$ cat config.mk
export PLATFORM = sky130hd
export DESIGN_NAME = glb_core_load_dma
export DESIGN_NICKNAME = d
export VERILOG_FILES = /design/src/glb_pkg.sv /design/src/glb_core_load_dma.sv
export SDC_FILE = /design/constraint.sdc
export NUM_CORES = 1
export LEC_CHECK = 0
export ABC_AREA = 0
export ABC_CLOCK_PERIOD_IN_PS = 2920
export BUFFER_PORTS_ARGS = -buffer_cell sky130_fd_sc_hd__buf_2
export CORE_AREA = 8 8 61 63
export DETAILED_ROUTE_END_ITERATION = 10
export DIE_AREA = 0 0 69 71
export PLACE_DENSITY = 0.88
export RECOVER_POWER = 25
export SETUP_SLACK_MARGIN = 0.15
export SYNTH_ARGS = -nofsm -noshare
export SYNTH_HDL_FRONTEND = slang
export SYNTH_SLANG_ARGS = --single-unit
$ cat constraint.sdc
create_clock -name clk -period 2.92 [get_ports clk]
set_input_delay 0.73 -clock clk [delete_from_list [all_inputs] [get_ports clk]]
set_output_delay 0.73 -clock clk [all_outputs]
set_load 0.01 [all_outputs]
$ cat src/glb_pkg.sv
// Widths, packet structs and register encodings shared by every block of the global buffer tile
package glb_pkg;

    // Word and address sizes
    localparam int DATA_WIDTH      = 16;
    localparam int BANK_ADDR_WIDTH = 8;
    // Default bank count, overridden from the tile top level
    localparam int BANKS_PER_TILE  = 2;
    // Upper address bits that pick the bank
    localparam int BANK_SEL_WIDTH  = (BANKS_PER_TILE > 1) ? $clog2(BANKS_PER_TILE) : 1;
    localparam int ADDR_WIDTH      = BANK_ADDR_WIDTH + BANK_SEL_WIDTH;

    // Write request
    typedef struct packed {
        logic                  wr_en;
        logic [ADDR_WIDTH-1:0] wr_addr;
        logic [DATA_WIDTH-1:0] wr_data;
    } wr_packet_t;

    // Read request
    typedef struct packed {
        logic                  rd_en;
        logic [ADDR_WIDTH-1:0] rd_addr;
    } rdrq_packet_t;

    // Read response, valid one cycle after the request
    typedef struct packed {
        logic                  rd_data_valid;
        logic [DATA_WIDTH-1:0] rd_data;
    } rdrs_packet_t;

    // Transfer description for either DMA
    typedef struct packed {
        logic [ADDR_WIDTH-1:0] start_addr;
        logic [ADDR_WIDTH-1:0] num_words;
    } dma_header_t;

    typedef enum logic {
        DMA_OFF = 1'b0,
        DMA_ON  = 1'b1
    } dma_mode_e;

    // Config register map, codes 6 and 7 unused
    typedef enum logic [2:0] {
        CFG_ST_START = 3'd0,
        CFG_ST_COUNT = 3'd1,
        CFG_ST_MODE  = 3'd2,
        CFG_LD_START = 3'd3,
        CFG_LD_COUNT = 3'd4,
        CFG_LD_MODE  = 3'd5
    } cfg_reg_e;

endpackage

$ cat src/glb_core_load_dma.sv
// Load DMA: reads consecutive tile words and streams them out to the array
`timescale 1ns/1ps

module glb_core_load_dma (
    input  logic                            clk,
    input  logic                            rst,
    input  glb_pkg::dma_header_t            ld_header,
    input  glb_pkg::dma_mode_e              ld_mode,
    input  logic                            strm_start_pulse,
    output glb_pkg::rdrq_packet_t           rdrq_packet,
    input  glb_pkg::rdrs_packet_t           rdrs_packet,
    output logic [glb_pkg::DATA_WIDTH-1:0]  stream_data_g2f,
    output logic                            stream_data_valid_g2f,
    output logic                            done_pulse
);
    import glb_pkg::*;

    // DRAIN waits one cycle for the final response
    typedef enum logic [1:0] {
        IDLE,
        RUN,
        DRAIN
    } state_e;

    state_e                state;
    logic [ADDR_WIDTH-1:0] addr_cnt;
    logic [ADDR_WIDTH-1:0] words_left;

    always_ff @(posedge clk) begin
        if (rst) begin
            state      <= IDLE;
            done_pulse <= 1'b0;
        end else begin
            // Last word is on the stream during DRAIN, done follows it
            done_pulse <= (state == DRAIN);
            case (state)
                IDLE: begin
                    if (strm_start_pulse && ld_mode == DMA_ON) begin
                        // Nothing to read, skip straight to the done pulse
                        if (ld_header.num_words == '0) begin
                            state <= DRAIN;
                        end else begin
                            state <= RUN;
                        end
                    end
                end
                RUN: begin
                    if (words_left == ADDR_WIDTH'(1)) begin
                        state <= DRAIN;
                    end
                end
                DRAIN: state <= IDLE;
                default: state <= IDLE;
            endcase
        end
    end

    // Header latched at start, one address per cycle while running
    always_ff @(posedge clk) begin
        if (state == IDLE) begin
            addr_cnt   <= ld_header.start_addr;
            words_left <= ld_header.num_words;
        end else if (state == RUN) begin
            addr_cnt   <= addr_cnt + 1'b1;
            words_left <= words_left - 1'b1;
        end
    end

    // One request per RUN cycle
    assign rdrq_packet.rd_en   = (state == RUN);
    assign rdrq_packet.rd_addr = addr_cnt;

    // Bank already registered the data, response goes out as it arrives
    // Never stalls, no back-pressure from the array
    assign stream_data_valid_g2f = (state != IDLE) && rdrs_packet.rd_data_valid;
    assign stream_data_g2f       = rdrs_packet.rd_data;

endmodule

Yosys cells after proc, flatten, opt, wreduce, memory -nomap -nowiden
Index checks and enable logic that the tools add are counted.
{"block": "word_totals", "register_bits": 21, "in_bits": 39, "elab_cells": 26}
{"block": "op_classes", "addsub": 2, "n_eq_ne": 5, "muxes": 8, "n_reduce_logical": 7}
{"op": "$mux W9", "n": 4}
{"op": "$add A9 B1 Y9 const B", "n": 1}
{"op": "$eq A9 B1 Y1 const B", "n": 1}
{"op": "$logic_not A9 Y1", "n": 1}
{"op": "$sub A9 B1 Y9 const B", "n": 1}
{"op": "$mux W2", "n": 3}
{"op": "$pmux W2 S2", "n": 1}
{"op": "$reduce_bool A2 Y1", "n": 2}
{"op": "$eq A2 B1 Y1 const B", "n": 1}
{"op": "$eq A2 B2 Y1 const B", "n": 1}
{"op": "$logic_and A1 B1 Y1", "n": 2}
{"op": "$logic_not A2 Y1", "n": 1}
{"op": "$ne A2 B1 Y1 const B", "n": 1}
{"op": "$ne A2 B2 Y1 const B", "n": 1}
{"op": "$reduce_and A2 Y1", "n": 1}

Longest topological paths before layout
Gate-level depths: netlist of run 1.
{"block": "logic_depth", "depth_word": 4, "mapped_depth": 5, "ltp_nobuf": 5}

Worst setup path after synthesis of run 1
No wires, ideal clock.
{"block": "synth_path", "kind": "register to output", "from": "register state[1]", "to": "output stream_data_valid_g2f", "t_arrival_ps": 1180, "required_ps": 2190, "setup_slack_ps": 1010, "path_stages_with_launch": 5, "cell_sequence": "dfxtp_1 > or2_2 > clkbuf_1 > clkbuf_1 > and2_1"}
{"block": "synth_between", "elab_chain_cells": 2}
{"item": "start: declaration", "line_no": "glb_core_load_dma.sv:25", "source": "state_e state;"}
{"item": "start signal: assignment", "line_no": "glb_core_load_dma.sv:31", "source": "state <= IDLE;"}
{"item": "start signal: assignment", "line_no": "glb_core_load_dma.sv:41", "source": "state <= DRAIN;"}
{"item": "start signal: assignment", "line_no": "glb_core_load_dma.sv:43", "source": "state <= RUN;"}
{"item": "$reduce_bool A2 Y1", "line_no": "glb_core_load_dma.sv:75", "source": "assign stream_data_valid_g2f = (state != IDLE) && rdrs_packet.rd_data_valid;"}
{"item": "$logic_and A1 B1 Y1", "line_no": "glb_core_load_dma.sv:75"}
{"item": "end: declaration", "line_no": "glb_core_load_dma.sv:13", "source": "output logic stream_data_valid_g2f,"}
No other way between the ends.

Final worst setup path of run 1
{"block": "layout_path", "from": "register state[0]", "to": "output stream_data_valid_g2f"}
The elaborated chain is that of the path after synthesis.

==> results of run 1 <==
[worst max-delay path: stages, from the launching register on]
cell and delay (ps):
sky130_fd_sc_hd__dfxtp_1 360, sky130_fd_sc_hd__or2_2 490, sky130_fd_sc_hd__and2_1 230, sky130_fd_sc_hd__buf_2 130
[metal layers]
layer	up-vias	share of wire, %	wire length, um	global-route usage (%)
li1	526	-	-	-
met1	471	43	1140	11.2
met2	23	50	1320	18.2
met3	12	4.3	114	2.10
met4	0	3.1	83	8.20
met5	-	0	0	0
[state kept, by name, indices dropped and copies added (netlist names)]
register / cells
addr_cnt: 9
words_left: 9
state: 2
done_pulse: 1
[worst paths after layout]
check	from	to	slack (ps)	cells past startpoint
max	state[0]$_SDFFE_PP0P_	stream_data_valid_g2f	680	3
min	state[0]$_SDFFE_PP0P_	done_pulse$_SDFF_PP0_	520	1
max reg2reg	words_left[3]$_DFFE_PP_	words_left[7]$_DFFE_PP_	1230	3
min reg2reg	state[0]$_SDFFE_PP0P_	done_pulse$_SDFF_PP0_	520	1
[cell families after synthesis]
group / Yosys count / synth area share [%]
and+or+nand+nor: 53 / 21.5
AOI/OAI and AO/OA: 30 / 14.1
DFF: 21 / 46.3
adders and majority gates: 3 / 2.89
buffers and inverters: 25 / 11.9
xor gates and xnor gates: 5 / 3.38
[cells in the mapped netlist]
| cell type | number |
|---|---|
| sky130_fd_sc_hd__a2111oi_0 | 1 |
| sky130_fd_sc_hd__a21boi_1 | 1 |
| sky130_fd_sc_hd__a21oi_1 | 3 |
| sky130_fd_sc_hd__a31oi_1 | 10 |
| sky130_fd_sc_hd__and2_1 | 1 |
| sky130_fd_sc_hd__buf_4 | 16 |
| sky130_fd_sc_hd__clkbuf_1 | 4 |
| sky130_fd_sc_hd__dfxtp_1 | 3 |
| sky130_fd_sc_hd__edfxtp_1 | 18 |
| sky130_fd_sc_hd__ha_1 | 3 |
| sky130_fd_sc_hd__inv_1 | 5 |
| sky130_fd_sc_hd__nand2_1 | 12 |
| sky130_fd_sc_hd__nand3_1 | 3 |
| sky130_fd_sc_hd__nand4_1 | 1 |
| sky130_fd_sc_hd__nand4b_1 | 2 |
| sky130_fd_sc_hd__nand4bb_1 | 1 |
| sky130_fd_sc_hd__nor2_1 | 15 |
| sky130_fd_sc_hd__nor2b_1 | 1 |
| sky130_fd_sc_hd__nor3_1 | 2 |
| sky130_fd_sc_hd__nor3b_1 | 1 |
| sky130_fd_sc_hd__nor4_1 | 2 |
| sky130_fd_sc_hd__nor4b_1 | 1 |
| sky130_fd_sc_hd__o21ai_0 | 11 |
| sky130_fd_sc_hd__o21ba_2 | 1 |
| sky130_fd_sc_hd__o31ai_1 | 2 |
| sky130_fd_sc_hd__o41ai_1 | 1 |
| sky130_fd_sc_hd__or2_2 | 1 |
| sky130_fd_sc_hd__or3_1 | 7 |
| sky130_fd_sc_hd__or4_1 | 2 |
| sky130_fd_sc_hd__or4_4 | 1 |
| sky130_fd_sc_hd__xnor2_1 | 3 |
| sky130_fd_sc_hd__xor2_1 | 2 |
[stage by stage]
| stage | utilization (%) | area [um2] | instances | hold slack [ps] | setup WS (ps) |
|---|---|---|---|---|---|
| floorplan | - | 1300 | 137 | 462 | 1010 |
| global placement | 48.2 | 1370 | 184 | 481 | 1020 |
| detailed placement | 48.2 | 1370 | 184 | 503 | 974 |
| CTS | 49.1 | 1400 | 188 | 520 | 669 |
| global route | 49.1 | 1400 | 188 | 538 | 602 |
| finish | 49.1 | 1400 | 188 | 524 | 677 |
[power by group through the flow]
stage / Combinational, W / Sequential, W / Clock (W)
2_1_floorplan: 0.000127 / 0.000435 / 0
3_3_place_gp: 0.000169 / 0.000434 / 0
3_5_place_dp: 0.000174 / 0.000437 / 0
4_1_cts: 0.000175 / 0.000430 / 0.000145
5_1_grt: 0.000194 / 0.000437 / 0.000158
6_report: 0.000173 / 0.000431 / 0.000139
[final cells by class]
class	instances	area, um2	share of cell area, %
Sequential cell	21	601	42.9
Multi-Input combinational cell	91	543	38.8
Timing Repair Buffer	34	170	12.1
Tap cell	33	41.3	2.95
Clock buffer	3	22.5	1.61
Inverter	5	18.8	1.34
Clock inverter	1	5.00	0.357
==> impl_summary.log, run 1 <==
INFO  metric coreArea = 2850 um2
INFO  metric synthCells = 137
INFO  metric power_per_cell_area = 530 nW/um2
INFO  metric yosysTopAreaCellShare = 41.7%
INFO  metric ir_drop = 0.273 mV
INFO  metric quantity_of_gates_resized_following_cts = 0
INFO  metric chipWidth = 69 um
INFO  metric crit_type = flip-flop to output pin
INFO  metric insertedDiodeCount = 0
INFO  metric worstPathArrival = 1510 ps
INFO  metric ys_top_cells_by_area = sky130_fd_sc_hd__edfxtp_1 (42%), sky130_fd_sc_hd__buf_4 (9.3%), sky130_fd_sc_hd__a31oi_1 (4.8%)
INFO  metric most-common-layout-cells = sky130_fd_sc_hd__buf_2 (34), sky130_fd_sc_hd__edfxtp_1 (18), sky130_fd_sc_hd__nor2_1 (15)
INFO  metric viasPerCell = 5.49
INFO  metric netlist-cell-type-count = 32
INFO  metric net-switching-power = 0.000233 W
INFO  metric cts_post_setup_buffers_inserted = 0
INFO  metric cp.required = 2190 ps
INFO  metric cts_max_level = 1
INFO  metric cts-root-to-sink-buffers = 2
INFO  metric end_kind = output pin
INFO  metric initial_utilization = 45.5%
INFO  metric drive_gt1_share = 26.5%
INFO  metric worst-slew-pin-transition = 733 ps
INFO  metric synth_area_per_cell = 9.47 um2
INFO  metric ios = 67
INFO  metric clk_root_buffer_cell = sky130_fd_sc_hd__clkbuf_4
INFO  metric run_status = completed
INFO  metric cell_internal_pwr = 0.000509 W
INFO  metric tritoncts = yes
INFO  metric sw_frac_of_total = 31.4%
INFO  metric power_leakage = 0.551 nW
INFO  metric power.sequential.fraction = 58.0%
INFO  metric grtUsageTotal = 10.6%
INFO  metric holdCritPathClass = flip-flop to flip-flop
INFO  metric die-height = 71 um
INFO  metric fmax = 446 MHz
INFO  metric cts_buffers = 3
INFO  metric first_pass_grt_wire_length = 4420 um
INFO  metric clock_power_share = 18.7%
INFO  metric max_cap_violations = 0
INFO  metric cts_sinks = 21
INFO  metric share_comb_of_total_power = 23.3%
INFO  metric drtIter0Drc = 52
INFO  metric die_area = 4900 um2
INFO  metric grt-ovfl-total = 0
INFO  metric period_share = 76.8%
INFO  metric layout_commonest_cell = sky130_fd_sc_hd__buf_2
INFO  metric final.setup_skew = 2.50 ps
INFO  metric total_via_count_after_detailed_routing = 1032
INFO  metric post-route-drc-count = 0
INFO  metric filler_cell_count = 291
INFO  metric wl = 2660 um
INFO  metric nets_in_the_synthesized_netlist = 179
INFO  metric cts_hold_buffers = 0
INFO  metric row_count = 20
INFO  metric fin_setup_tns = 0 ps
INFO  metric rsz0062_at_grt = no
INFO  metric grt_max_degree = 27
INFO  metric synth_largest_area_cell = sky130_fd_sc_hd__edfxtp_1
INFO  metric synth-warning-count = 0
INFO  metric grt_antenna_before_repair = 0
INFO  metric areaGrowthSynthToFinish = 8.00%
INFO  metric detail-route-antenna-nets = 0
INFO  metric dr.pass1.iters = 4
INFO  metric finalHoldViolCount = 0
INFO  metric nets = 198
INFO  metric synth_seq_cells = 21
INFO  metric dpl_wire_length = 2080 um
INFO  metric setup_violations = 0
INFO  metric mappedNetlistArea = 1300 um2
INFO  metric first_global_vias = 1022
INFO  metric critical_path_peak_fanout = 26
INFO  metric minimum_period_implied_by_the_final_worst_setup_slack = 2240 ps
INFO  metric slew_violations = 0
INFO  metric synth.yosys.seq_area_share = 46.3%
INFO  metric fin_total_pwr = 0.000743 W
INFO  metric port_buffers = 34
INFO  metric clk_pin_slew = 110 ps
INFO  metric insertion_delay = 300 ps
INFO  metric detail_route.wl_per_cell = 14.1 um
INFO  metric globalplace.congestion = 0.825
INFO  metric relSlewSlack = 51.1%
INFO  metric worstSetupStartpointType = flip-flop
Note: power is estimated with default switching activity, not from simulation.
==> run 2, diff against run 1 <==
ABC_CLOCK_PERIOD_IN_PS = 2250   (was 2920)
CORE_AREA = 8 8 63 65   (was 8 8 61 63)
DIE_AREA = 0 0 71 73   (was 0 0 69 71)
PLACE_DENSITY = 0.83   (was 0.88)
clock period = 2.25 ns   (was 2.92 ns; I/O delays follow)
==> run 2 against run 1 <==
  * Sequential cell count unchanged
  * Clock-buffer cell count grew 1
  * Critical path type unchanged
  * Sequential power up 30%
  * Design area up 0.45%
  * Final cell count up 0.53%
  * Register-to-register slack got worse by 700 ps
  * Worst hold slack got worse by 110 ps
  * Worst setup slack got worse by 280 ps
==> impl_summary.log, run 2 (same netlist as run 1, synthesis figures left out) <==
INFO  metric worstPathArrival = 1290 ps (-220 ps)
INFO  metric most-common-layout-cells = sky130_fd_sc_hd__buf_2 (34), sky130_fd_sc_hd__edfxtp_1 (18), sky130_fd_sc_hd__nor2_1 (15)
INFO  metric layout_top_registers = addr_cnt: 9 flops, words_left: 9 flops, state: 2 flops
INFO  metric power_leakage = 0.553 nW (+0.45%)
INFO  metric minimum_period_implied_by_the_final_worst_setup_slack = 1860 ps
INFO  metric power.sequential.fraction = 57.4% (-0.6 points)
INFO  metric rsz0062_at_grt = no
INFO  metric placed_cell_area = 1380 um2 (+0.55%)
INFO  metric final.setup_skew = 5.98 ps (+3.48 ps)
INFO  metric worstSetupStartpointType = flip-flop
INFO  metric hold-path-endpoint = done_pulse$_SDFF_PP0_
INFO  metric tritoncts = yes
INFO  metric cts_max_level = 1 (unchanged)
INFO  metric max_cap_violations = 0 (unchanged)
INFO  metric cts_post_setup_buffers_inserted = 0 (unchanged)
INFO  metric drive_gt1_share = 26.3% (-0.17 points)
INFO  metric viasPerCell = 5.71 (+4.0%)
INFO  metric end_kind = output pin
INFO  metric cts_sinks = 21 (unchanged)
INFO  metric setup_violations = 0 (unchanged)
INFO  metric final_critical_path_setup_slack = 393 ps (-283 ps)
INFO  metric post-route-util = 47.7% (-1.5 points)
INFO  metric die-height = 73 um (+2.8%)
INFO  metric grt-ovfl-total = 0 (unchanged)
INFO  metric first_global_vias = 1132 (+11%)
INFO  metric clock_power_share = 19.1% (+0.4 points)
INFO  metric crit_type = flip-flop to output pin
INFO  metric grt_max_degree = 26 (-3.7%)
INFO  metric insertion_delay = 310 ps (about the same)
INFO  metric critical_path.reg2reg.startpoint = words_left[3]$_DFFE_PP_
INFO  metric ios = 67 (unchanged)
INFO  metric number_of_cells_traversed_by_the_worst_hold_path = 2 (+1)
INFO  metric pre_cts_slack = 582 ps (-392 ps)
INFO  metric post-route-drc-count = 0 (unchanged)
INFO  metric ir_drop = 0.273 mV (about the same)
INFO  metric layout_commonest_cell = sky130_fd_sc_hd__buf_2
INFO  metric areaGrowthSynthToFinish = 8.49%
INFO  metric detail-route-antenna-nets = 0 (unchanged)
INFO  metric cts-root-to-sink-buffers = 2 (unchanged)
INFO  metric period_share = 82.5%
INFO  metric slew_violations = 0 (unchanged)
INFO  metric drtIter0Drc = 25 (-52%)
INFO  metric total_via_count_after_detailed_routing = 1079 (+4.6%)
INFO  metric worst-slew-pin-transition = 711 ps (-21.8 ps)
INFO  metric sw_frac_of_total = 31.8% (+0.38 points)
INFO  metric grtUsageTotal = 11.4% (+0.77 points)
INFO  metric wl = 2880 um (+8.5%)
INFO  metric relSlewSlack = 52.5% (+1.5 points)
INFO  metric first_pass_grt_wire_length = 4860 um (+10%)
INFO  metric share_comb_of_total_power = 23.5% (+0.2 points)
INFO  metric cts_buffers = 3 (unchanged)
INFO  metric net-switching-power = 0.000311 W (+33%)
INFO  metric fmax = 539 MHz
INFO  metric grt_antenna_before_repair = 0 (unchanged)
INFO  metric quantity_of_gates_resized_following_cts = 0 (unchanged)
INFO  metric dpl_wire_length = 2210 um (+6.3%)
INFO  metric critical-path-slowest-cell = sky130_fd_sc_hd__dfxtp_1
INFO  metric run_status = completed
INFO  metric insertedDiodeCount = 0 (unchanged)
INFO  metric fin_setup_tns = 0 ps (unchanged)
INFO  metric cp.required = 1690 ps (-500 ps)
INFO  metric critPathMaxStageDelay = 370 ps (-120 ps)
INFO  metric crit_chain = or2_2, and2_1, buf_2
INFO  metric crit_buf_inv = 1 (unchanged)
INFO  metric nets = 199 (+0.51%)
INFO  metric clk_root_buffer_cell = sky130_fd_sc_hd__clkbuf_4
INFO  metric critical_path_peak_fanout = 6 (-77%)
INFO  metric filler_cell_count = 295 (+1.4%)
INFO  metric fin_hold_ws = 417 ps (-107 ps)
INFO  metric worst_r2r_path_depth = 3 (unchanged)
INFO  metric path_delay_family = simple AND/OR/NAND/NOR gates
INFO  metric globalplace.congestion = 0.883 (+7.0%)
INFO  metric initial_utilization = 43.9% (-1.5 points)
INFO  metric timing.rr.end = words_left[5]$_DFFE_PP_
INFO  metric setup.reg_to_reg.worst_slack = 530 ps (-700 ps)
INFO  metric cts_hold_buffers = 0 (unchanged)
INFO  metric chipWidth = 71 um (+2.9%)
INFO  metric holdCritPathClass = primary input to flip-flop
INFO  metric coreArea = 2950 um2 (+3.5%)
INFO  metric dr.pass1.iters = 4 (unchanged)
INFO  metric cell_internal_pwr = 0.000666 W (+31%)
INFO  metric final_design_area_no_fill = 1410 um2 (+0.45%)
INFO  metric worst_hold_startpoint = rst
INFO  metric row_count = 20 (unchanged)
INFO  metric port_buffers = 34 (unchanged)
INFO  metric die_area = 5180 um2 (+5.8%)
INFO  metric detail_route.wl_per_cell = 15.3 um (+7.9%)
INFO  metric finalHoldViolCount = 0 (unchanged)
INFO  metric clk_pin_slew = 120 ps (about the same)
INFO  metric power_per_cell_area = 694 nW/um2 (+31%)
-- run 2: cell types whose count changed in the layout (fill, tap and decap cells not counted) --
| cell | change |
|---|---|
| sky130_fd_sc_hd__buf_4 | +1 |
| sky130_fd_sc_hd__clkbuf_1 | +1 |
| sky130_fd_sc_hd__clkinv_2 | -1 |
-- run 2: layer usage --
layer | up-vias | track usage [%] | routed length, um
li1 | 524 | - | -
met1 | 511 | 11.7 | 1170
met2 | 28 | 21.1 | 1520
met3 | 16 | 0.824 | 79
met4 | 0 | 8.78 | 116
met5 | - | 0 | 0
-- run 2: worst max-delay path by stage --
stage | start | to | slack (ps) | cells past startpoint
floorplan | state[1]$_SDFFE_PP0P_ | stream_data_valid_g2f | 510 | 4
global placement | words_left[5]$_DFFE_PP_ | words_left[7]$_DFFE_PP_ | 630 | 3
detailed placement | ld_header[0] | state[1]$_SDFFE_PP0P_ | 580 | 4
CTS | state[0]$_SDFFE_PP0P_ | stream_data_valid_g2f | 380 | 3
global route | state[0]$_SDFFE_PP0P_ | stream_data_valid_g2f | 330 | 3
finish | state[0]$_SDFFE_PP0P_ | stream_data_valid_g2f | 390 | 3
-- run 2: power by group through the flow --
stage / clock (W) / sequential [W] / combinational, W
final: 0.000186 / 0.000561 / 0.000229
after global routing: 0.000203 / 0.000571 / 0.000262
after detailed placement: 0 / 0.000567 / 0.000231
after floorplan: 0 / 0.000565 / 0.000165
after global placement: 0 / 0.000561 / 0.000224
after CTS: 0.000189 / 0.000559 / 0.000233
-- run 2: layout make-up --
| type | instances | area (um2) | share of cell area (%) |
|---|---|---|---|
| Multi-Input combinational cell | 91 | 543 | 38.6 |
| Tap cell | 33 | 41.3 | 2.93 |
| Clock buffer | 4 | 26.3 | 1.87 |
| Timing Repair Buffer | 35 | 178 | 12.6 |
| Sequential cell | 21 | 601 | 42.7 |
| Inverter | 5 | 18.8 | 1.33 |
-- run 2: metrics by stage --
stage | cells | power, W
floorplan | 137 | 0.000730
global placement | 185 | 0.000785
detailed placement | 185 | 0.000799
CTS | 189 | 0.000981
global route | 189 | 0.00104
finish | 189 | 0.000976
